### config.mk
export PLATFORM = sky130hd
export DESIGN_NAME = fib_insert
export DESIGN_NICKNAME = d
export VERILOG_FILES = /design/src/hdl/fib_pkg.sv /design/src/hdl/fib_insert.sv /design/src/hdl/prefix_hash.sv
export SDC_FILE = /design/constraint.sdc
export NUM_CORES = 1
export LEC_CHECK = 0
export BUFFER_PORTS_ARGS = -buffer_cell sky130_fd_sc_hd__clkbuf_2
export CORE_MARGIN = 8
export CORE_UTILIZATION = 35
export CTS_CLUSTER_SIZE = 14
export DETAILED_ROUTE_END_ITERATION = 8
export SLEW_MARGIN = 25
export SYNTH_ARGS = -nofsm -noshare
export SYNTH_HDL_FRONTEND = slang
export SYNTH_HIERARCHICAL = 1
export SYNTH_SLANG_ARGS = --single-unit
### constraint.sdc
create_clock -name clk -period 8.75 [get_ports clk]
set_input_delay 0 -clock clk [delete_from_list [all_inputs] [get_ports clk]]
set_output_delay 0 -clock clk [all_outputs]
set_load 0.03 [all_outputs]
### src/hdl/fib_pkg.sv
// Shared widths, sizes, types and prefix masking for the NDN FIB; imported by every RTL module
`default_nettype none

package fib_pkg;

    // Name prefix and length field
    localparam int PREFIX_W = 64;
    localparam int LEN_W = 6;

    // Hash and table geometry, one valid bit per length in each row
    localparam int HASH_W = 10;
    localparam int TABLE_DEPTH = 1024;
    localparam int ROW_W = 1 << LEN_W;

    // XOR fold splits the prefix into this many hash-wide chunks
    localparam int HASH_CHUNKS = (PREFIX_W + HASH_W - 1) / HASH_W;
    localparam int FOLD_W = HASH_CHUNKS * HASH_W;

    // Payload stream of an accepted data packet
    localparam int DATA_W = 8;
    localparam int DATA_BYTES = 1024;
    localparam int BYTE_CNT_W = $clog2(DATA_BYTES);

    typedef logic [PREFIX_W-1:0] prefix_t;
    typedef logic [LEN_W-1:0] len_t;
    typedef logic [HASH_W-1:0] hash_t;

    // Keep the top len bits of a prefix, clear the rest
    function automatic prefix_t prefix_mask(input prefix_t prefix, input len_t len);
        return prefix & ~({PREFIX_W{1'b1}} >> len);
    endfunction

endpackage

`default_nettype wire

### src/hdl/fib_insert.sv
// Insertion path of the FIB: hashes each arriving data prefix and sets its valid bit
`timescale 1ns/1ps
`default_nettype none

module fib_insert
    import fib_pkg::*;
(
    input  wire     clk,
    input  wire     rst,
    input  wire     table_ready,
    input  wire     data_ready,
    input  prefix_t data_in_prefix,
    input  len_t    data_in_len,
    output logic    wr_en,
    output hash_t   wr_hash,
    output len_t    wr_len
);

    typedef enum logic [1:0] {
        s_idle,
        s_hash,
        s_write
    } state_t;

    state_t state;

    // Entry held while its hash is computed
    prefix_t ins_prefix;
    len_t ins_len;
    hash_t ins_hash;

    // Strobe in T, hash in T+1, write in T+2
    always_ff @(posedge clk) begin
        if (rst) begin
            state <= s_idle;
        end else begin
            case (state)
                s_idle: begin
                    // Length 0 carries no prefix bits, nothing to record
                    if (data_ready && table_ready && data_in_len != '0) begin
                        state <= s_hash;
                    end
                end
                s_hash: begin
                    state <= s_write;
                end
                s_write: begin
                    state <= s_idle;
                end
                default: begin
                    state <= s_idle;
                end
            endcase
        end
    end

    // Capture on the strobe, held until the write is done
    always_ff @(posedge clk) begin
        if (state == s_idle && data_ready) begin
            ins_prefix <= data_in_prefix;
            ins_len <= data_in_len;
        end
    end

    // Own hash unit, never shared with lookups
    prefix_hash u_hash (
        .clk    (clk),
        .rst    (rst),
        .prefix (ins_prefix),
        .len    (ins_len),
        .hash   (ins_hash)
    );

    // Single write pulse, row from the hash and bit from the length
    assign wr_en = (state == s_write);
    assign wr_hash = ins_hash;
    assign wr_len = ins_len;

endmodule

`default_nettype wire

### src/hdl/prefix_hash.sv
// Registered XOR-fold hash of a length-masked prefix, one per FIB path, one cycle of latency
`timescale 1ns/1ps
`default_nettype none

module prefix_hash
    import fib_pkg::*;
(
    input  wire     clk,
    input  wire     rst,
    input  prefix_t prefix,
    input  len_t    len,
    output hash_t   hash
);

    // Masked prefix zero-extended to a whole number of chunks
    logic [FOLD_W-1:0] padded;
    hash_t folded;

    always_comb begin
        // Top chunk picks up the zero padding
        padded = FOLD_W'(prefix_mask(prefix, len));
        folded = '0;
        for (int i = 0; i < HASH_CHUNKS; i++) begin
            folded ^= padded[i*HASH_W +: HASH_W];
        end
        // Mix in the length so nested prefixes spread over rows
        folded[LEN_W-1:0] ^= len;
    end

    // Result is ready the cycle after the inputs
    always_ff @(posedge clk) begin
        if (rst) begin
            hash <= '0;
        end else begin
            hash <= folded;
        end
    end

endmodule

`default_nettype wire

==> results by group <==
Power
  • Clk pwr share: 36.1%
  • Seq pwr share: 45.5%
  • Pwr dens: 183 nW/um^2
  • Comb pwr share: 18.4%
  • Internal Pwr Total: 761 uW
  • Worst vdd ir: 0.0000948 V
  • Static Leak: 2.22 nW
  • Switch share: 26.4%
  • NetSw: 273 uW

STA
  • Period minus WS final: 2610 ps
  • Final setup viols: 0
  • Hold Violations, Final: 0
  • Worst Tran Pin Value: 899 ps
  • Final Slew Violations: 0
  • WHS: 140 ps
  • RSZ-0062 raised after global routing: false
  • Slew headroom: 40.1%
  • Clock Skew: 9.48 ps
  • F_max: 383 MHz
  • Setup TNS: 0 ps
  • Post-route clock period utilization: 29.9%
  • Final WS setup: 6140 ps

Floorplanning
  • Chip Width: 124 um
  • Die height: 124 um
  • Ports: 91
  • Die area: 15500 um^2
  • # rows: 39
  • Starting density of the core: 36.0%
  • Core area: 11400 um^2

GRT
  • Largest net degree at the start of global routing: 71
  • Global-route wire length before repair: 18100 um
  • Initial antenna violation count: 0
  • GRT Total Usage: 14.4%
  • Grt ovf: 0
  • Number of global-route vias before repair: 3460

Place
  • Final RePlAce weighted congestion: 0.757
  • Port Buffers: 89
  • Cell Area, Placed: 4650 um^2
  • Post-Place Setup Slack: 6150 ps
  • Hpwl dp: 7160 um

Synthesis
  • Syn Inst Count: 355
  • Synthesized area: 4110 um^2
  • Yosys warning total: 6
  • Net Count, Synth: 429
  • Post-Syn Area per Cell: 11.6 um^2

CTS
  • CTS buffer count: 9
  • Post-CTS Setup Bufs: 0
  • CTS sink count: 81
  • Clock Root Buffer: clkbuf_16
  • CTS tree: built
  • Clock transition at path regs: 60 ps
  • H-tree levels: 3
  • Clk Latency, worst-skew pair: 340 ps
  • CTS Buffer Depth: 2

Critical path
  • CP Max Fanout: 47
  • Crit path capture type: flop
  • Crit Path Class: flop to flop
  • Reg2Reg Depth: 7
  • Launching point of the worst reg2reg path: wr_len[5]$_DFFE_PP_
  • CP startpoint kind: flop
  • Reg2reg setup slack: 6140 ps
  • Worst endpoint required time: 9030 ps
  • R2r endpoint: u_hash/hash[3]$_SDFF_PP0_
  • Worst Path Arrival: 2890 ps

Detailed routing
  • Vias per cell: 5.23
  • Number of detailed-route iterations in the first pass: 4
  • Final WL: 11100 um
  • DRC viols: 0
  • Via count: 3417
  • Iteration-0 DRC Markers: 210
  • Remaining antenna violation count: 0
  • WL per Instance: 16.9 um

Layout
  • Layout Area Growth over Synthesis: 37.5%
  • Most common cell after layout, fill and taps aside: clkbuf_2
  • Reg area: 2310 um^2
  • Design area: 5640 um^2
  • Share of cells above drive strength 1: 24.3%
  • Ant. Diodes: 0
  • # fillers: 1051
  • Multi-input gate area: 1650 um^2
  • Nets: 579
  • Most frequent cells in the layout: clkbuf_2 (89), dlygate4sd3_1 (70), edfxtp_1 (69)

Hold path
  • Hold/Removal Path Class: primary input to flop
  • Worst hold start: rst
  • End of the worst hold path: u_hash/hash[0]$_SDFF_PP0_
  • Worst Hold Path Cells: 2

Flow run
  • Maxcap violations: 0

Run status
  • Outcome: completed
==> worst max-delay path, cell delays in order, from the launching register on <==
cell and delay, ps:
edfxtp_1 490, buf_4 460, and2_1 400, a41o_1 230, o221ai_1 130, xor2_1 230
or4_1 490, nand3_1 100
==> power by group through the flow <==
stage | Clock (mW) | Combinational (mW) | Sequential (mW)
CTS | 0.382 | 0.191 | 0.471
detailed placement | 0 | 0.165 | 0.479
global route | 0.396 | 0.207 | 0.475
floorplan | 0 | 0.0960 | 0.497
global placement | 0 | 0.161 | 0.478
finish | 0.373 | 0.190 | 0.471
==> through the flow <==
stage	total power [mW]	util (%)	instances
2_1_floorplan	0.593	-	355
4_1_cts	1.04	49.4	653
5_1_grt	1.08	49.4	653
3_5_place_dp	0.644	40.7	567
6_report	1.03	49.4	653
3_3_place_gp	0.638	40.7	567
==> what timing repair did <==
action	in CTS	in global routing
hold endpoints to repair	70	0
hold buffers	70	0
gates resized for setup	0	0
==> layer usage <==
layer	share of wire (%)	GRT usage (%)	wire length, um	vias to the layer above
li1	-	-	-	1679
met1	45	17.6	4980	1632
met2	49	23.2	5390	86
met3	3.8	3.06	424	20
met4	2.5	8.22	276	0
met5	0	0	0	-
==> how the worst max path moves through the flow <==
| stage | from | end | slack, ps | cells past startpoint |
|---|---|---|---|---|
| after floorplan | state[0]$_SDFFE_PP0P_ | state[0]$_SDFFE_PP0P_ | 2650 | 2 |
| after global placement | wr_len[5]$_DFFE_PP_ | u_hash/hash[3]$_SDFF_PP0_ | 6200 | 7 |
| after detailed placement | wr_len[5]$_DFFE_PP_ | u_hash/hash[3]$_SDFF_PP0_ | 6150 | 7 |
| after CTS | wr_len[5]$_DFFE_PP_ | u_hash/hash[3]$_SDFF_PP0_ | 6130 | 7 |
| after global routing | wr_len[1]$_DFFE_PP_ | u_hash/hash[5]$_SDFF_PP0_ | 5860 | 6 |
| final | wr_len[5]$_DFFE_PP_ | u_hash/hash[3]$_SDFF_PP0_ | 6140 | 7 |
==> flip-flops by register name, summed over array words and instances (netlist names) <==
register and count:
wr_len 6, ins_prefix 63, u_hash/hash 10, state 2
==> cell type report <==
cell class,count,area share (%)
flip-flops and latches,81,41.0
multi-input cells,243,29.2
repair buffers,165,21.1
clock buffers,9,3.99
well taps,143,3.17
clock inverters,7,1.24
inverters,5,0.333
No activity file was read; power rests on OpenSTA's default activity.
