## src/hdl/fib_pkg.sv

```systemverilog
// Shared widths, sizes, types and prefix masking for the NDN FIB; imported by every RTL module
`default_nettype none

package fib_pkg;

    // Name prefix and length field
    localparam int PREFIX_W = 64;
    localparam int LEN_W = 6;

    // Hash and table geometry, one valid bit per length in each row
    localparam int HASH_W = 10;
    localparam int TABLE_DEPTH = 1024;
    localparam int ROW_W = 1 << LEN_W;

    // XOR fold splits the prefix into this many hash-wide chunks
    localparam int HASH_CHUNKS = (PREFIX_W + HASH_W - 1) / HASH_W;
    localparam int FOLD_W = HASH_CHUNKS * HASH_W;

    // Payload stream of an accepted data packet
    localparam int DATA_W = 8;
    localparam int DATA_BYTES = 1024;
    localparam int BYTE_CNT_W = $clog2(DATA_BYTES);

    typedef logic [PREFIX_W-1:0] prefix_t;
    typedef logic [LEN_W-1:0] len_t;
    typedef logic [HASH_W-1:0] hash_t;

    // Keep the top len bits of a prefix, clear the rest
    function automatic prefix_t prefix_mask(input prefix_t prefix, input len_t len);
        return prefix & ~({PREFIX_W{1'b1}} >> len);
    endfunction

endpackage

`default_nettype wire

```

## src/hdl/data_forward.sv

```systemverilog
// Forwarding path: offers each arriving data prefix to the PIT and streams or drops its payload
`timescale 1ns/1ps
`default_nettype none

module data_forward
    import fib_pkg::*;
(
    input  wire              clk,
    input  wire              rst,
    input  wire              data_ready,
    input  prefix_t          data_in_prefix,
    input  len_t             data_in_len,
    input  wire              rejected,
    input  wire              start_send_to_pit,
    input  wire [DATA_W-1:0] data_in,
    output prefix_t          pit_out_prefix,
    output len_t             pit_out_len,
    output logic             prefix_ready,
    output logic [DATA_W-1:0] out_data,
    output logic             out_valid,
    output logic             out_last
);

    typedef enum logic [1:0] {
        s_idle,
        s_offer,
        s_wait,
        s_xfer
    } state_t;

    state_t state;

    // Bytes already sent in the current transfer
    logic [BYTE_CNT_W-1:0] byte_cnt;

    // Final byte of the fixed-size block
    assign out_last = (state == s_xfer) && (byte_cnt == BYTE_CNT_W'(DATA_BYTES - 1));

    always_ff @(posedge clk) begin
        if (rst) begin
            state <= s_idle;
            byte_cnt <= '0;
        end else begin
            case (state)
                s_idle: begin
                    if (data_ready) begin
                        state <= s_offer;
                    end
                end
                s_offer: begin
                    state <= s_wait;
                end
                s_wait: begin
                    byte_cnt <= '0;
                    // A rejection drops the packet even with a start strobe
                    if (rejected) begin
                        state <= s_idle;
                    end else if (start_send_to_pit) begin
                        state <= s_xfer;
                    end
                end
                s_xfer: begin
                    byte_cnt <= byte_cnt + 1'b1;
                    if (out_last) begin
                        state <= s_idle;
                    end
                end
                default: begin
                    state <= s_idle;
                end
            endcase
        end
    end

    // Prefix held for the offer to the PIT
    always_ff @(posedge clk) begin
        if (state == s_idle && data_ready) begin
            pit_out_prefix <= data_in_prefix;
            pit_out_len <= data_in_len;
        end
    end

    // Each output byte is the input byte of the cycle before
    always_ff @(posedge clk) begin
        out_data <= data_in;
    end

    assign prefix_ready = (state == s_offer);
    assign out_valid = (state == s_xfer);

endmodule

`default_nettype wire

```

## config.mk

```make
export PLATFORM = sky130hd
export DESIGN_NAME = data_forward
export DESIGN_NICKNAME = d
export VERILOG_FILES = /design/src/hdl/fib_pkg.sv /design/src/hdl/data_forward.sv
export SDC_FILE = /design/constraint.sdc
export NUM_CORES = 1
export LEC_CHECK = 0
export ABC_AREA = 1
export BUFFER_PORTS_ARGS = -buffer_cell sky130_fd_sc_hd__buf_2
export CAP_MARGIN = 20
export CORE_UTILIZATION = 35
export DETAILED_ROUTE_END_ITERATION = 8
export MAX_ROUTING_LAYER = met4
export PLACE_DENSITY_LB_ADDON = 0.12
export SLEW_MARGIN = 40
export SYNTH_ARGS = -nofsm -noshare
export SYNTH_HDL_FRONTEND = slang
export SYNTH_SLANG_ARGS = --single-unit
```

## constraint.sdc

```tcl
create_clock -name clk -period 20.4 [get_ports clk]
set_input_delay 4.08 -clock clk [delete_from_list [all_inputs] [get_ports clk]]
set_output_delay 4.08 -clock clk [all_outputs]
set_load 0.02 [all_outputs]
```

==> impl_metrics.csv, run 1 <==
group,metric,value,unit
grt,grt_pass1_wl,8818,um
floorplan,num_rows,32,
power_and_ir_drop,p_int,309.9,uW
detailed_routing,firstDrtPassIters,4,
power_and_ir_drop,p_sw_frac,0.2625,
cts,cts_tree,"done",
critical_path,arrival,1.59,ns
outcome,outcome,"finished, final reports clean",
critical_path,crit_end,"out_last",
final_layout,final_cell_mix,"buf_2, edfxtp_1, nand2_1",
cts,cts.reportedPaths.clkPinSlew,0.09,ns
yosys,yosysWarnings,0,
floorplan,io_pins,164,
timing,min_period,5.669,ns
floorplan,fp.dieW,93.33,um
cts,cts_inserted_buffers,9,
timing,skew,0.006338,ns
critical_path,regToRegEndpoint,"pit_out_prefix[18]",
power_and_ir_drop,p_comb_frac,0.153,
timing,rsz0062_at_grt,"no",
cts,cts_setup_buffers,0,
detailed_routing,final_antenna_net_count,0,
cts,clock_path_buffers,2,
critical_path,critPathCaptureType,"primary output",
final_layout,fin_nets,443,
final_layout,diodes,0,
cts,h-tree-depth,3,
final_layout,drive_gt1_frac,0.5069,
grt,antenna_found_initial,0,
floorplan,die_y,93.33,um
grt,grt_usage,0.1438,
detailed_routing,num_vias,1987,
timing,worst_pin_slew,0.6264,ns
timing,holdWs,0.4504,ns
worst_hold_path,hp-class,"flop to flop",
critical_path,critPathLaunchType,"flop",
critical_path,critPathMaxFanout,4,
timing,final_max_slew_viol_count,0,
power_and_ir_drop,power_density,103.0,nW/um^2
cts,root_buffer,"clkbuf_8",
placed_design,dp_hpwl,4728,um
critical_path,critPathLaunch,"byte_cnt[0]",
yosys,syn_nets,269,
critical_path,rr_worst_depth,2,
floorplan,start_util,0.3701,
grt,grt_start_max_net_pins,71,
timing,slew_headroom,0.5824,
cts,clock-sinks,90,
timing,final.setup.tns,0,ns
floorplan,dieArea,8710,sq um
detailed_routing,drt_iter0_markers,62,
power_and_ir_drop,leakagePower,0.001778,uW
critical_path,r2r-start,"state[1]",
placed_design,gp_congestion,0.7655,
cts,postCtsResizedCells,0,
final_layout,area_growth,39.82,%
grt,grt_pass1_vias,1778,
timing,period_share,0.2779,
yosys,synth-seq-cells,90,
critical_path,crit_type,"flop to primary output",
power_and_ir_drop,p_clk_frac,0.307,
floorplan,core-area,7888,sq um
detailed_routing,wire_per_inst,13.49,um
final_layout,final_common_cell,"buf_2",
yosys,synthTopCellsByArea,"edfxtp_1, dfxtp_1, nand2_1",
critical_path,cp_data_required_time,16.32,ns
placed_design,io_buffers,163,
power_and_ir_drop,ir_drop,65.81,uV
detailed_routing,routed_wirelength,6271,um
detailed_routing,drc,0,
yosys,syn_inst,185,
yosys,ys_seq_area_frac,0.8573,
yosys,synth_cell_type_count,18,
power_and_ir_drop,p_switching,110.3,uW
yosys,synth_top_area_frac,0.7201,
grt,grt-ovfl-total,0,
cts,hold_buffers,0,
yosys,post-synth-top-area-cell,"edfxtp_1",
timing,setup_viol,0,
timing,fmax,176.4,MHz
detailed_routing,vias_per_cell,4.273,
power_and_ir_drop,p_seq_frac,0.540,
timing,hold_viol,0,
cts,clk_latency,0.34,ns
yosys,syn-mean-instance-area,15.78,sq um
yosys,syn-cell-area,2919,sq um
flow_run,maxCapViolations,0,
critical_path,regToRegSetupSlack,18.77,ns
[state kept, by name, summed over array words and instances, names as in the netlist]
name	flops
byte_cnt	10
out_data	8
pit_out_len	6
pit_out_prefix	64
state	2
[routing by layer]
| metal | up-vias | track usage | part of all wire |
|---|---|---|---|
| li1 | 984 | - | - |
| met1 | 910 | 0.1545 | 0.39 |
| met2 | 84 | 0.2433 | 0.51 |
| met3 | 9 | 0.05528 | 0.086 |
| met4 | 0 | 0.05000 | 0.014 |
| met5 | - | - | 0 |
[critical path, stage by stage, from the launching register on]
cell,delay [ns]
dfxtp_1,0.39
ha_1,0.21
nand2_1,0.08
nor2_1,0.17
nand3_1,0.14
nor2_1,0.10
buf_2,0.17
[synthesized netlist by cell type, drive strengths merged]
library cell and instances:
a211oi 1, a21oi 6, a31oi 1, buf 1, dfxtp 20, edfxtp 70, ha 1, inv 22
nand2 27, nand3 7, nand3b 1, nand4 1, nor2 17, nor3 4, o21ai 6
[worst min path at each step]
| stage | cells after the start | to | start | slack, ns |
|---|---|---|---|---|
| final | 2 | byte_cnt[6] | byte_cnt[6] | 0.45 |
| after global routing | 2 | byte_cnt[6] | byte_cnt[6] | 0.47 |
| after CTS | 2 | byte_cnt[6] | byte_cnt[6] | 0.45 |
| after detailed placement | 2 | byte_cnt[6] | byte_cnt[6] | 0.44 |
| after global placement | 2 | byte_cnt[6] | byte_cnt[6] | 0.43 |
| after floorplan | 2 | byte_cnt[6] | byte_cnt[6] | 0.42 |
[cell type report]
class,count,area (sq um)
inverter,22,82.58
fill,716,3806
timing repair buffer,164,827.0
sequential,90,2502
tap,102,127.6
clock inverter,6,90.09
multi-input combinational,72,327.8
clock buffer,9,123.9
[power groups by stage]
stage                     Combinational, uW  Sequential [uW]  Clock, uW
after floorplan                        15.2              256          0
after global placement                 65.0              231          0
after detailed placement               65.4              231          0
after CTS                              65.5              227        133
after global routing                   69.2              229        141
final                                  64.4              227        129
[through the flow]
step	utilization	power [uW]	area (sq um)	std cells	worst slack, ns
after detailed placement	0.4903	296.8	3867	450	15.11
final	0.5174	420.2	4081	465	14.73
after floorplan	-	271.6	2919	185	10.94
after CTS	0.5174	425.5	4081	465	14.72
after global routing	0.5174	438.8	4081	465	14.56
after global placement	0.4898	295.9	3864	450	14.96
[logic make-up after synthesis]
logic type / after synthesis / synth area share
flip-flops: 90 / 0.8573
AND/OR/NAND/NOR: 57 / 0.08101
buffers and inverters: 23 / 0.03215
AO/OA/AOI/OAI: 14 / 0.02529
adder cells (fa/ha/maj): 1 / 0.004286
No activity file was read; power rests on OpenSTA's default activity.
==> run 2: changes to the inputs <==
--- a/config.mk
+++ b/config.mk
@@ -5,7 +5,7 @@
 export SDC_FILE = /design/constraint.sdc
 export NUM_CORES = 1
 export LEC_CHECK = 0
-export ABC_AREA = 1
+export ABC_AREA = 0
 export BUFFER_PORTS_ARGS = -buffer_cell sky130_fd_sc_hd__buf_2
 export CAP_MARGIN = 20
 export CORE_UTILIZATION = 35
==> constraint.sdc (replaced) <==
create_clock -name clk -period 4.9 [get_ports clk]
set_input_delay 0.98 -clock clk [delete_from_list [all_inputs] [get_ports clk]]
set_output_delay 0.98 -clock clk [all_outputs]
set_load 0.02 [all_outputs]
==> impl_metrics.csv, run 2 <==
group,metric,value,unit
detailed_routing,drc,0,
final_layout,regMostFlops,"pit_out_prefix",
critical_path,slowest_delay,0.40,ns
floorplan,start_util,0.3652,
yosys,yosysWarnings,0,
detailed_routing,vias_per_cell,4.396,
timing,setup_viol,0,
critical_path,crit_type,"flop to primary output",
yosys,post-synth-top-area-cell,"edfxtp_1",
flow_run,maxCapViolations,0,
timing,period_share,0.5738,
final_layout,largest_reg_flops,64,
critical_path,cp_data_required_time,3.92,ns
final_layout,drive_gt1_frac,0.5631,
yosys,syn-mean-instance-area,19.40,sq um
cts,clock_path_buffers,2,
cts,cts.reportedPaths.clkPinSlew,0.09,ns
cts,cts_setup_buffers,0,
yosys,syn_inst,147,
grt,grt_pass1_vias,1742,
timing,skew,0.006354,ns
floorplan,die_y,92.26,um
critical_path,arrival,1.83,ns
cts,cts_inserted_buffers,9,
detailed_routing,drt_iter0_markers,27,
placed_design,io_buffers,163,
placed_design,dp_hpwl,4379,um
yosys,synthArstFlopShare,0,
critical_path,critPathLaunchType,"flop",
timing,worst_pin_slew,0.7157,ns
worst_hold_path,hp-class,"flop to flop",
critical_path,cpMaxStageDelayCell,"dfxtp_1",
timing,fmax,355.7,MHz
detailed_routing,routed_wirelength,5775,um
cts,clock-sinks,90,
yosys,synth.top_cells.by_count,"edfxtp_1, dfxtp_1, a21oi_1, nor2_1, nand2_1",
critical_path,crit_chain,"ha_1 > nand4_1 > nor3_1 > and2_1 > buf_2",
cts,root_buffer,"clkbuf_8",
detailed_routing,final_antenna_net_count,0,
power_and_ir_drop,power_density,378.8,nW/um^2
grt,grt-ovfl-total,0,
yosys,synth-seq-cells,90,
final_layout,fin_nets,404,
detailed_routing,wire_per_inst,13.52,um
cts,h-tree-depth,3,
yosys,synth-edff-count,70,
yosys,synth_flop_cell,"edfxtp_1",
final_layout,final_cell_mix,"buf_2, edfxtp_1, dfxtp_1",
floorplan,fp.dieW,92.26,um
timing,final_max_slew_viol_count,0,
timing,min_period,2.811,ns
timing,rsz0062_at_grt,"no",
timing,holdWs,0.4847,ns
detailed_routing,firstDrtPassIters,4,
timing,hold_viol,0,
timing,final.setup.tns,0,ns
power_and_ir_drop,leakagePower,0.001663,uW
floorplan,num_rows,32,
floorplan,core-area,7807,sq um
grt,antenna_found_initial,0,
grt,grt_usage,0.1394,
yosys,synth_cell_type_count,30,
floorplan,io_pins,164,
yosys,syn-cell-area,2851,sq um
timing,slew_headroom,0.5229,
final_layout,area_growth,38.96,%
yosys,synthTopCellsByArea,"edfxtp_1, dfxtp_1, a21oi_1",
yosys,syn_nets,231,
critical_path,critPathMaxFanout,4,
floorplan,dieArea,8512,sq um
detailed_routing,num_vias,1877,
cts,cts_tree,"done",
final_layout,nFillCells,710,
cts,postCtsResizedCells,0,
critical_path,critPathCaptureType,"primary output",
grt,grt_start_max_net_pins,39,
placed_design,gp_congestion,0.7276,
power_and_ir_drop,ir_drop,180.9,uV
grt,grt_pass1_wl,8493,um
yosys,yosysMostFrequentCell,"edfxtp_1",
yosys,ys_seq_area_frac,0.8776,
yosys,synth_top_area_frac,0.7372,
cts,hold_buffers,0,
final_layout,final_common_cell,"buf_2",
cts,clk_latency,0.33,ns
final_layout,diodes,0,
outcome,outcome,"finished, final reports clean",
final_layout,largestRegisters,"pit_out_prefix: 64 flops, byte_cnt: 10 flops, out_data: 8 flops",
==> run 2: cell count changes in the layout (fill, tap and decap cells not counted), sizes merged, moves of 3 or more <==
cell	change
inv	-18
nand2	-22
nand3	-4
nor2	-11
nor3	-3
o31ai	+3
or4	+3
==> run 2: per-layer routing <==
layer / GRT usage / vias up / wire length [um]
li1: - / 909 / -
met1: 0.1682 / 834 / 2421
met2: 0.2139 / 120 / 2738
met3: 0.03897 / 14 / 465
met4: 0.07292 / 0 / 149
met5: - / - / 0
==> run 2: cell families (layout without fill, tap and decap cells) <==
family,after synthesis,count (layout),share of synthesized area
simple gates,31,31,0.06143
fa+ha+maj,1,1,0.004387
flops,90,90,0.8776
xor+xnor,3,3,0.009216
buf+inv,5,183,0.009651
compound gates,17,17,0.03773
==> run 2: final cells by class <==
| type | instances | area, sq um | area share |
|---|---|---|---|
| Clock buffer | 9 | 123.9 | 0.03126 |
| Clock inverter | 7 | 51.30 | 0.01295 |
| Inverter | 3 | 11.26 | 0.002842 |
| Multi-Input combinational cell | 52 | 322.8 | 0.08147 |
| Sequential cell | 90 | 2502 | 0.6315 |
| Tap cell | 102 | 127.6 | 0.03221 |
| Timing Repair Buffer | 164 | 823.3 | 0.2078 |
==> run 2: final timing paths <==
path               startpoint                end  slack, ns  depth (start not counted)
setup / recovery  byte_cnt[0]           out_last       2.09                          5
hold / removal    byte_cnt[9]        byte_cnt[9]       0.48                          2
setup reg to reg     state[1]  pit_out_prefix[7]       2.60                          3
hold reg to reg   byte_cnt[9]        byte_cnt[9]       0.48                          2
==> run 2: where the power goes <==
part | internal (uW) | switching, uW
combinational | 56.7 | 110
clock | 188 | 253
sequential | 880 | 12.4
==> run 2: metrics by stage <==
| stage | std cells | power, uW | instance area [sq um] | util | setup WS (ns) |
|---|---|---|---|---|---|
| after floorplan | 147 | 999.8 | 2851 | - | 1.790 |
| after global placement | 411 | 1080 | 3787 | 0.4851 | 2.206 |
| after detailed placement | 411 | 1081 | 3787 | 0.4851 | 2.214 |
| after CTS | 427 | 1523 | 3963 | 0.5075 | 2.076 |
| after global routing | 427 | 1568 | 3963 | 0.5075 | 1.921 |
| final | 427 | 1501 | 3963 | 0.5075 | 2.089 |
==> run 2: critical path: cells and delay by family (launching register included) <==
kind / cells / cell delay (ns)
fa+ha+maj: 1 / 0.24
simple gates: 3 / 0.71
buf+inv: 1 / 0.15
flops: 1 / 0.40
