File: src/hdl/fib_pkg.sv
// Shared widths, sizes, types and prefix masking for the NDN FIB; imported by every RTL module
`default_nettype none

package fib_pkg;

    // Name prefix and length field
    localparam int PREFIX_W = 64;
    localparam int LEN_W = 6;

    // Hash and table geometry, one valid bit per length in each row
    localparam int HASH_W = 10;
    localparam int TABLE_DEPTH = 1024;
    localparam int ROW_W = 1 << LEN_W;

    // XOR fold splits the prefix into this many hash-wide chunks
    localparam int HASH_CHUNKS = (PREFIX_W + HASH_W - 1) / HASH_W;
    localparam int FOLD_W = HASH_CHUNKS * HASH_W;

    // Payload stream of an accepted data packet
    localparam int DATA_W = 8;
    localparam int DATA_BYTES = 1024;
    localparam int BYTE_CNT_W = $clog2(DATA_BYTES);

    typedef logic [PREFIX_W-1:0] prefix_t;
    typedef logic [LEN_W-1:0] len_t;
    typedef logic [HASH_W-1:0] hash_t;

    // Keep the top len bits of a prefix, clear the rest
    function automatic prefix_t prefix_mask(input prefix_t prefix, input len_t len);
        return prefix & ~({PREFIX_W{1'b1}} >> len);
    endfunction

endpackage

`default_nettype wire

File: src/hdl/fib_lookup.sv
// Lookup path of the FIB: longest-prefix match by probing decreasing lengths in the table
`timescale 1ns/1ps
`default_nettype none

module fib_lookup
    import fib_pkg::*;
(
    input  wire              clk,
    input  wire              rst,
    input  wire              table_ready,
    input  wire              fib_out_bit,
    input  prefix_t          pit_in_prefix,
    input  len_t             pit_in_len,
    output logic             rd_en,
    output hash_t            rd_hash,
    input  wire [ROW_W-1:0]  rd_row,
    output prefix_t          longest_matching_prefix,
    output len_t             longest_matching_prefix_len,
    output logic             match_found,
    output logic             lookup_done
);

    typedef enum logic [1:0] {
        s_idle,
        s_hash,
        s_read,
        s_check
    } state_t;

    state_t state;

    // Request prefix and the length under probe
    prefix_t req_prefix;
    len_t cur_len;
    hash_t probe_hash;

    // Probe hits when the row bit of the current length is set
    logic hit;
    logic last_probe;

    // Length 0 never counts as a hit
    assign hit = (cur_len != '0) && rd_row[cur_len];
    // Nothing shorter left to try
    assign last_probe = (cur_len <= len_t'(1));

    always_ff @(posedge clk) begin
        if (rst) begin
            state <= s_idle;
            cur_len <= '0;
        end else begin
            case (state)
                s_idle: begin
                    if (fib_out_bit && table_ready) begin
                        cur_len <= pit_in_len;
                        state <= s_hash;
                    end
                end
                s_hash: begin
                    // Zero length goes straight to a no-match report
                    state <= (cur_len == '0) ? s_check : s_read;
                end
                s_read: begin
                    state <= s_check;
                end
                s_check: begin
                    if (hit || last_probe) begin
                        state <= s_idle;
                    end else begin
                        cur_len <= cur_len - 1'b1;
                        state <= s_hash;
                    end
                end
                default: begin
                    state <= s_idle;
                end
            endcase
        end
    end

    always_ff @(posedge clk) begin
        if (state == s_idle && fib_out_bit) begin
            req_prefix <= pit_in_prefix;
        end
    end

    // Hash of the request masked to the current length
    prefix_hash u_hash (
        .clk    (clk),
        .rst    (rst),
        .prefix (req_prefix),
        .len    (cur_len),
        .hash   (probe_hash)
    );

    // Row read issued the cycle after the hash
    assign rd_en = (state == s_read);
    assign rd_hash = probe_hash;

    // Results valid in the check cycle that ends the search
    assign lookup_done = (state == s_check) && (hit || last_probe);
    assign match_found = (state == s_check) && hit;
    assign longest_matching_prefix = match_found ? prefix_mask(req_prefix, cur_len) : '0;
    assign longest_matching_prefix_len = match_found ? cur_len : '0;

endmodule

`default_nettype wire

File: src/hdl/prefix_hash.sv
// Registered XOR-fold hash of a length-masked prefix, one per FIB path, one cycle of latency
`timescale 1ns/1ps
`default_nettype none

module prefix_hash
    import fib_pkg::*;
(
    input  wire     clk,
    input  wire     rst,
    input  prefix_t prefix,
    input  len_t    len,
    output hash_t   hash
);

    // Masked prefix zero-extended to a whole number of chunks
    logic [FOLD_W-1:0] padded;
    hash_t folded;

    always_comb begin
        // Top chunk picks up the zero padding
        padded = FOLD_W'(prefix_mask(prefix, len));
        folded = '0;
        for (int i = 0; i < HASH_CHUNKS; i++) begin
            folded ^= padded[i*HASH_W +: HASH_W];
        end
        // Mix in the length so nested prefixes spread over rows
        folded[LEN_W-1:0] ^= len;
    end

    // Result is ready the cycle after the inputs
    always_ff @(posedge clk) begin
        if (rst) begin
            hash <= '0;
        end else begin
            hash <= folded;
        end
    end

endmodule

`default_nettype wire

File: config.mk
export PLATFORM = sky130hd
export DESIGN_NAME = fib_lookup
export DESIGN_NICKNAME = d
export VERILOG_FILES = /design/src/hdl/fib_pkg.sv /design/src/hdl/fib_lookup.sv /design/src/hdl/prefix_hash.sv
export SDC_FILE = /design/constraint.sdc
export NUM_CORES = 1
export LEC_CHECK = 0
export BUFFER_PORTS_ARGS = -buffer_cell sky130_fd_sc_hd__buf_2
export CAP_MARGIN = 20
export CORE_MARGIN = 5
export CORE_UTILIZATION = 39
export CTS_CLUSTER_SIZE = 16
export DETAILED_ROUTE_END_ITERATION = 16
export MAX_ROUTING_LAYER = met4
export PLACE_DENSITY = 0.69
export SLEW_MARGIN = 20
export SYNTH_ARGS = -nofsm -noshare
export SYNTH_HDL_FRONTEND = slang
export SYNTH_SLANG_ARGS = --single-unit
File: constraint.sdc
create_clock -name clk -period 2.75 [get_ports clk]
set_clock_uncertainty 0.05 [all_clocks]
set_input_delay 0.1375 -clock clk [delete_from_list [all_inputs] [get_ports clk]]
set_output_delay 0.1375 -clock clk [all_outputs]
set_load 0.05 [all_outputs]
==> results.md, run 1 <==
* Status: finished with violations
* Failing checks: negative setup slack
* FILL cells at 959
* CORE AREA at 13720 sq um
* CTS buffer count at 9
* HP Class: in2reg
* Worst Path Arrival at 2.85 ns
* Final setup viols at 70
* Clk root buf: clkbuf_16
* Max clock buf depth at 2
* Routed wire length at 23760 microns
* Final non-filler cell area at 9652 sq um
* Setup ws final at -0.2872 ns
* Largest net degree at the start of global routing at 64
* Max-Cap Viols at 0
* Area of placed instances at 7652 sq um
* Clock latency on the worst-skew pair at 0.35 ns
* Starting density of the core at 39.24%
* Synthesized netlist cell count at 580
* Number of synthesized flops with an enable pin at 63
* Via count at 6375
* Max-slew violation count at 0
* Routability congestion estimate at 0.9463
* Sequential share of the synthesized area at 41.83%
* VDD IR max at 942.5 uV
* Die H at 127.5 microns
* Avg Cell Area, Syn at 9.283 sq um
* Synthesized net count at 730
* WHS at 0.07445 ns
* Initial antenna violation count at 1
* Final hold viol count at 0
* Total clock sinks at 81
* RSZ-0062 raised after global routing: yes
* Worst EP required at 2.56 ns
* Ys async rst share at 0%
* Crit Path Class: reg2out
* Min Tclk post-route at 3.037 ns
* Area Overhead vs Synth at 79.27%
* Worst setup SP type: flip-flop
* # DRC at 0
* Die Wd at 127.5 microns
* CTS tree: yes
* Placed instance count at 1008
* Total gr overflow at 0
* Cell Rows at 43
* Final HPWL DP at 15600 microns
* LEAKAGE at 3.819 nW
* DR iter-0 viols at 727
* Gr usage total at 29.18%
* Final Non-Filler Cells at 1107
* Vias/cell at 5.759
* Buffers added on ports at 218
* Achievable frequency at 329.3 MHz
* Drt pass-1 iters at 6
* Synth Register Bits at 81
* Slew headroom at 49.61%
* Share of layout cells above drive strength 1 at 48.16%
* Mapped Area at 5384 sq um
* Final ANT Viol Nets at 0
* IO Pins at 221
* Ys Warns at 0
* Final #Nets at 1071
* Synth unique cells at 72
* CP Capture Type: output pin
* Synth Flop Type: edfxtp_1
* Slew @ Worst Pin at 0.7480 ns
* Drt wl/cell at 21.47 microns
* First-pass GRT wire length at 35930 microns
* H-tree depth at 3
* Die Area at 16260 sq um
* Tcrit/Tclk final at 110.4%
* Crit path max fanout at 8
* Clock transition at path regs at 0.07 ns
* Pwr Density at 865.2 nW/um^2
* Number of global-route vias before repair at 6704
report_power, final:
group          internal, mW  switching (mW)  leakage [nW]
Sequential             1.73           0.283         0.749
Combinational          2.08            3.07          2.93
Clock                 0.628           0.551         0.137
Total                  4.44            3.91          3.82
repair_timing:
action | in CTS | in global routing
setup buffers | 9 | 7
pin swaps | 20 | 6
endpoints found under the setup margin | 73 | 76
resized for setup | 204 | 36
hold buffers | 63 | 0
cloned | 4 | 0
hold endpoints to repair | 63 | 0
flip-flops by register name (all words and copies together) (netlist names):
| signal | cells |
|---|---|
| u_hash.hash | 10 |
| cur_len | 6 |
| req_prefix | 63 |
| state | 2 |
synth_stat cells (4+ instances only):
cell type  count  share of area (%)
xnor2_1       24                3.9
nor2_1        85                5.9
buf_2          9               0.84
and2_1         4               0.46
inv_1         13               0.91
clkbuf_1      21                1.5
nor2b_1       10                1.2
mux4_1         5                2.4
ha_1          12                2.8
buf_1          4               0.28
o21ai_0       48                4.5
a31oi_1        7               0.81
buf_6          5                1.0
dfxtp_1       18                6.7
nor3b_1        8                1.1
nand2_1       50                3.5
a32oi_1        4               0.65
a211oi_1       4               0.56
a221oi_1       4               0.65
mux2i_1       16                3.0
a22oi_1        5               0.70
nor3_1         9               0.84
edfxtp_1      63                 35
o22ai_1        6               0.70
a21oi_1       32                3.0
a2111oi_0      4               0.65
nand3_1       19                1.8
and3_1        11                1.3
o211ai_1       8                1.1
xor2_1        12                2.0
layout make-up:
class	count	area (sq um)	share of cell area [%]
multi-input cells	440	3582	37.11
inverters	17	86.33	0.8945
flip-flops and latches	81	2260	23.41
well taps	180	225.2	2.333
clock inverters	7	60.06	0.6222
clock buffers	9	225.2	2.333
repair buffers	372	3211	33.26
diodes	1	2.502	0.02593
metrics by stage:
step | setup WS [ns] | util, % | TNS, ns | total power [mW]
floorplan | 0.01753 | - | 0 | 4.921
global placement | -0.1095 | 55.78 | -2.699 | 6.396
detailed placement | -0.1764 | 55.78 | -5.079 | 6.462
CTS | -0.2526 | 69.13 | -10.50 | 8.086
global route | -0.3877 | 70.35 | -18.74 | 8.766
finish | -0.2872 | 70.35 | -12.46 | 8.350
path summary, 6_finish.rpt:
path                           startpoint                          end  slack, ns  depth (start not counted)
setup reg to reg  cur_len[1]$_SDFFE_PP0P_    u_hash.hash[7]$_SDFF_PP0_       0.03                         12
hold reg to reg     state[1]$_SDFFE_PP0P_        state[1]$_SDFFE_PP0P_       0.44                          2
setup / recovery  cur_len[1]$_SDFFE_PP0P_  longest_matching_prefix[37]      -0.29                         11
hold / removal              pit_in_len[0]      cur_len[0]$_SDFFE_PP0P_       0.07                          3
kinds of logic after synthesis:
| group | count (synthesis) | synth area share, % |
|---|---|---|
| mux | 25 | 6.879 |
| buf+inv | 59 | 5.252 |
| simple gates | 217 | 19.17 |
| fa+ha+maj | 12 | 2.789 |
| flops | 81 | 41.83 |
| compound gates | 149 | 18.15 |
| xor+xnor | 36 | 5.856 |
| other cells | 1 | 0.06965 |
placed cells by master, fill, tap and decap left out, types with 4 or more instances in the layout:
cell type,count
a21oi_1,32
a22oi_1,4
a31oi_1,5
a32oi_1,4
and3_1,5
and3_4,6
buf_12,12
buf_16,4
buf_2,147
buf_4,67
buf_6,52
buf_8,27
clkbuf_16,9
dfxtp_1,14
dlygate4sd3_1,63
edfxtp_1,63
ha_1,8
inv_1,12
inv_6,4
mux2i_1,14
mux4_1,4
mux4_2,4
nand2_1,48
nand3_1,19
nor2_1,32
nor2_4,52
nor2b_1,7
nor3_1,7
nor3b_4,7
o211ai_1,8
o21ai_0,48
o22ai_1,6
xnor2_1,23
xor2_1,12
routing by layer:
layer / vias to the layer above / routed length [microns] / GRT usage (%)
li1: 2810 / - / -
met1: 3054 / 8613 / 33.37
met2: 393 / 12220 / 50.11
met3: 118 / 1750 / 4.431
met4: 0 / 1173 / 13.88
met5: - / 0 / -
critical path, cell delays in order, from the launching register on:
cell and delay, ns:
dfxtp_4 0.39, buf_12 0.16, mux2i_1 0.11, a221oi_1 0.33, a22oi_1 0.14, a311o_2 0.44, nand2_4 0.10, nand2_8 0.09
buf_12 0.18, buf_16 0.13, nor3b_4 0.23, buf_6 0.19
(Power assumes the default switching activity.)
==> run 2, diff against run 1 <==
--- a/config.mk
+++ b/config.mk
@@ -12,8 +12,9 @@
 export CTS_CLUSTER_SIZE = 16
 export DETAILED_ROUTE_END_ITERATION = 16
 export MAX_ROUTING_LAYER = met4
-export PLACE_DENSITY = 0.69
+export PLACE_DENSITY = 0.67
 export SLEW_MARGIN = 20
 export SYNTH_ARGS = -nofsm -noshare
 export SYNTH_HDL_FRONTEND = slang
+export SYNTH_HIERARCHICAL = 1
 export SYNTH_SLANG_ARGS = --single-unit
==> results.md, run 2 <==
* Reg power frac at 24.9%
* Final #Nets at 1062
* Ys Warns at 6
* Psw at 3.839 mW
* Largest net degree at the start of global routing at 70
* Die Area at 17920 sq um
* Total clock sinks at 81
* Commonest non-fill, non-tap cell in the layout: buf_2
* # DRC at 0
* Clk root buf: clkbuf_16
* Drt wl/cell at 20.83 microns
* Total gr overflow at 0
* CP Cell Sequence: or3b_4 -> o221a_1 -> o2111a_1 -> a211oi_4 -> nand3_4 -> buf_16 -> nor3b_4 -> buf_6
* Final HPWL DP at 15350 microns
* Via count at 6313
* Clock group share of total power at 15.9%
* CORE AREA at 15150 sq um
* Mapped Area at 5984 sq um
* Setup ws final at -0.1560 ns
* Achievable frequency at 344.1 MHz
* DR iter-0 viols at 590
* WHS at 0.06772 ns
* Status: finished with violations
* Final hold viol count at 0
* CP Capture Type: output pin
* Drt pass-1 iters at 7
* IO Pins at 221
* Synthesized net count at 775
* Most frequent cells in the layout: 158 x buf_2, 63 x dlygate4sd3_1, 63 x edfxtp_1
* Comb pwr share at 59.3%
* HP Class: in2reg
* Clock latency on the worst-skew pair at 0.35 ns
* Tcrit/Tclk final at 105.7%
* Reg-to-reg startpoint: cur_len[0]$_SDFFE_PP0P_
* CP peak stage delay at 0.38 ns
* Crit path max fanout at 5
* Number of global-route vias before repair at 6342
* Slew @ Worst Pin at 0.6529 ns
* First-pass GRT wire length at 34760 microns
* Share of layout cells above drive strength 1 at 39.50%
* Worst Path Arrival at 2.72 ns
* CTS tree: yes
* Reg2reg path depth at 7
* Max-Cap Viols at 0
* Pwr Density at 903.9 nW/um^2
* Worst EP required at 2.56 ns
* Routability congestion estimate at 0.8766
* Buffers added on ports at 218
* Placement Setup Slack at 0.1014 ns
* Die Wd at 133.9 microns
* Final Non-Filler Cells at 1109
* CTS buffer count at 9
* Max clock buf depth at 2
* Hold Path Origin: pit_in_len[3]
* Initial antenna violation count at 2
* Routed wire length at 23100 microns
* Biggest regs: req_prefix x63, u_hash/hash x10, cur_len x6
* Starting density of the core at 39.51%
* Critical path's slowest cell: or3b_4
* Vias/cell at 5.693
* Slew headroom at 56.01%
* Gr usage total at 25.44%
* Min Tclk post-route at 2.906 ns
* Final ANT Viol Nets at 0
* Clock transition at path regs at 0.07 ns
* H-tree depth at 3
* Hold depth at 4
* Cell Rows at 45
* Max-slew violation count at 0
* LEAKAGE at 3.816 nW
* Die H at 133.9 microns
* FILL cells at 1273
* Cell internal pwr at 4.417 mW
* VDD IR max at 809.0 uV
* Switching Fraction at 46.50%
* Synthesized netlist cell count at 627
* RSZ-0062 raised after global routing: yes
* Max reg flops at 63
* Final setup viols at 39
* Crit Path Class: reg2out
* Worst setup path start: cur_len[3]$_SDFFE_PP0P_
* Avg Cell Area, Syn at 9.545 sq um
* Area Overhead vs Synth at 52.62%
* Worst setup SP type: flip-flop
* Failing checks: negative setup slack
* Most flop-heavy register: req_prefix
* Placed instance count at 1015
==> run 2: per-layer routing <==
layer / vias up / track usage [%] / part of all wire [%]
met3: 43 / 4.614 / 6.4
met2: 314 / 41.41 / 49
met4: 0 / 7.886 / 2.5
met5: - / - / 0
li1: 2926 / - / -
met1: 3030 / 32.37 / 42
==> run 2: what timing repair did <==
| action | CTS | global route |
|---|---|---|
| hold endpoints to repair | 63 | 0 |
| pin swaps | 10 | 10 |
| cloned | 3 | 0 |
| hold buffers | 63 | 0 |
| buffers inserted | 8 | 3 |
| setup endpoints to repair | 71 | 54 |
| gates resized for setup | 80 | 120 |
==> run 2: stage by stage <==
step / TNS, ns / cell area, sq um / power (mW) / utilization [%]
floorplan: -0.4604 / 6102 / 5.292 / -
global placement: 0 / 7426 / 6.458 / 49.03
detailed placement: 0 / 7426 / 6.486 / 49.03
CTS: -1.728 / 8783 / 8.081 / 57.99
global route: -6.258 / 9134 / 8.727 / 60.31
finish: -2.808 / 9134 / 8.256 / 60.31
==> run 2: cell type report <==
| cell class | instances | area, sq um | share of cell area [%] |
|---|---|---|---|
| Tap cell | 188 | 235.2 | 2.575 |
| Antenna cell | 2 | 5.005 | 0.05479 |
| Clock inverter | 6 | 91.34 | 1.000 |
| Sequential cell | 81 | 2265 | 24.79 |
| Multi-Input combinational cell | 476 | 3651 | 39.97 |
| Clock buffer | 10 | 229.0 | 2.507 |
| Inverter | 19 | 76.32 | 0.8356 |
| Timing Repair Buffer | 327 | 2581 | 28.26 |
==> run 2: power groups by stage <==
stage	sequential, mW	combinational, mW	clock, mW
after global placement	2.06	4.40	0
final	2.05	4.89	1.31
after global routing	2.09	5.27	1.37
after detailed placement	2.07	4.42	0
after CTS	2.04	4.72	1.32
after floorplan	2.09	3.21	0
==> run 2: final timing paths <==
kind / to / slack, ns
min: cur_len[3]$_SDFFE_PP0P_ / 0.07
max: longest_matching_prefix[40] / -0.16
min reg2reg: state[1]$_SDFFE_PP0P_ / 0.46
max reg2reg: cur_len[0]$_SDFFE_PP0P_ / 0.22
==> run 2: critical path, delay by kind of cell (launching register included) <==
family	cells	cell delay (ns)
buffers and inverters	2	0.41
DFF	1	0.36
AOI/OAI and AO/OA	3	0.74
and+or+nand+nor	3	0.84
==> run 3, diff against run 2 <==
--- a/config.mk
+++ b/config.mk
@@ -11,7 +11,6 @@
 export CORE_UTILIZATION = 39
 export CTS_CLUSTER_SIZE = 16
 export DETAILED_ROUTE_END_ITERATION = 16
-export MAX_ROUTING_LAYER = met4
 export PLACE_DENSITY = 0.67
 export SLEW_MARGIN = 20
 export SYNTH_ARGS = -nofsm -noshare
==> results.md, run 3 (synthesized netlist as in run 2, its figures left out) <==
* FILL cells at 1262
* Drt wl/cell at 20.97 microns
* Final HPWL DP at 15350 microns
* Tcrit/Tclk final at 105.3%
* Total gr overflow at 0
* CTS buffer count at 9
* First-pass GRT wire length at 34770 microns
* Routability congestion estimate at 0.8627
* Commonest non-fill, non-tap cell in the layout: buf_2
* CP peak stage delay at 0.38 ns
* Via count at 6337
* WHS at 0.07320 ns
* CORE AREA at 15150 sq um
* Pwr Density at 897.5 nW/um^2
* Area of placed instances at 7426 sq um
* Biggest regs: req_prefix x63, u_hash/hash x10, cur_len x6
* Clock transition at path regs at 0.07 ns
* Die H at 133.9 microns
* Clk root buf: clkbuf_16
* Drt pass-1 iters at 5
* Setup TNS at -3.617 ns
* Largest net degree at the start of global routing at 70
* Worst setup SP type: flip-flop
* Worst Path Arrival at 2.71 ns
* CP Cell Sequence: or3b_4 -> o221a_1 -> o2111a_1 -> a211oi_4 -> nand3_4 -> buf_12 -> inv_2 -> o311a_4 -> buf_6
* Area Overhead vs Synth at 53.46%
* Max-Cap Viols at 0
* Die Area at 17920 sq um
* Initial antenna violation count at 1
* Failing checks: negative setup slack
* Most frequent cells in the layout: 159 x buf_2, 63 x dlygate4sd3_1, 63 x edfxtp_1
* Share of layout cells above drive strength 1 at 40.11%
* Final #Nets at 1068
* CP Capture Type: output pin
* DR iter-0 viols at 507
* Final Non-Filler Cells at 1114
* Final setup viols at 53
* Most flop-heavy register: req_prefix
* VDD IR max at 702.3 uV
* HP Class: in2reg
* Gr usage total at 24.73%
* Min Tclk post-route at 2.895 ns
* Final hold viol count at 0
* Clock latency on the worst-skew pair at 0.35 ns
* Total clock sinks at 81
* Worst EP required at 2.56 ns
* Critical path's slowest cell: or3b_4
* Max reg flops at 63
* Number of global-route vias before repair at 6355
* Final non-filler cell area at 9184 sq um
* Die Wd at 133.9 microns
* Crit path max fanout at 10
* Achievable frequency at 345.4 MHz
* Setup ws final at -0.1454 ns
* LEAKAGE at 3.863 nW
* Slew @ Worst Pin at 0.6686 ns
* Cell Rows at 45
* CTS tree: yes
* Placed instance count at 1015
* Starting density of the core at 39.51%
* Routed wire length at 23360 microns
* Max clock buf depth at 2
* IO Pins at 221
* Final ANT Viol Nets at 0
* H-tree depth at 3
* Vias/cell at 5.689
* RSZ-0062 raised after global routing: yes
* Crit Path Class: reg2out
* Max-slew violation count at 0
* Buffers added on ports at 218
* Status: finished with violations
* Slew headroom at 54.95%
* # DRC at 0
[run 3: cell type report]
| class | instances | area, sq um | share of cell area, % |
|---|---|---|---|
| tap | 188 | 235.2 | 2.561 |
| inverter | 19 | 73.82 | 0.8038 |
| clock inverter | 6 | 91.34 | 0.9946 |
| antenna | 1 | 2.502 | 0.02725 |
| clock buffer | 10 | 229.0 | 2.493 |
| multi-input combinational | 476 | 3646 | 39.70 |
| sequential | 81 | 2265 | 24.66 |
| timing repair buffer | 333 | 2641 | 28.76 |
[run 3: power by group]
group / internal, mW / switching, mW / total [mW]
logic: 1.86 / 3.01 / 4.88
registers: 1.75 / 0.305 / 2.05
clock network: 0.801 / 0.508 / 1.31
total: 4.41 / 3.83 / 8.24
[run 3: worst paths after layout]
kind                                 from                          end  slack (ns)  depth (start not counted)
setup / recovery  cur_len[3]$_SDFFE_PP0P_  longest_matching_prefix[59]       -0.15                          9
hold / removal              pit_in_len[3]      cur_len[3]$_SDFFE_PP0P_        0.07                          4
setup reg to reg  cur_len[0]$_SDFFE_PP0P_      cur_len[0]$_SDFFE_PP0P_        0.16                          8
hold reg to reg     state[1]$_SDFFE_PP0P_        state[1]$_SDFFE_PP0P_        0.46                          2
[run 3: what timing repair did]
| item | CTS | global route |
|---|---|---|
| hold endpoints to repair | 63 | 0 |
| pin swaps | 10 | 11 |
| endpoints found under the setup margin | 71 | 58 |
| cloned | 3 | 2 |
| hold buffers | 63 | 0 |
| gates resized for setup | 80 | 114 |
| setup buffers | 8 | 7 |
[run 3: per-stage QoR]
step	total power [mW]	utilization [%]	setup WS (ns)
2_1_floorplan	5.292	-	-0.04248
3_3_place_gp	6.458	49.03	0.1276
3_5_place_dp	6.486	49.03	0.1014
4_1_cts	8.081	57.99	-0.1001
5_1_grt	8.713	60.64	-0.2067
6_report	8.243	60.64	-0.1454
[run 3: critical path, delay by kind of cell, from the launching register on]
kind / cells / cell delay, ns
flops: 1 / 0.36
simple gates: 2 / 0.60
buf+inv: 3 / 0.44
compound gates: 4 / 0.95
[run 3: metal layers]
layer | part of all wire [%] | routed length [microns] | vias to the layer above | global-route usage (%)
met5 | 0 | 0 | - | 0
met4 | 3.1 | 734 | 0 | 7.886
met3 | 7.6 | 1768 | 48 | 4.914
met2 | 48 | 11300 | 320 | 41.41
met1 | 41 | 9557 | 3035 | 32.23
li1 | - | - | 2934 | -
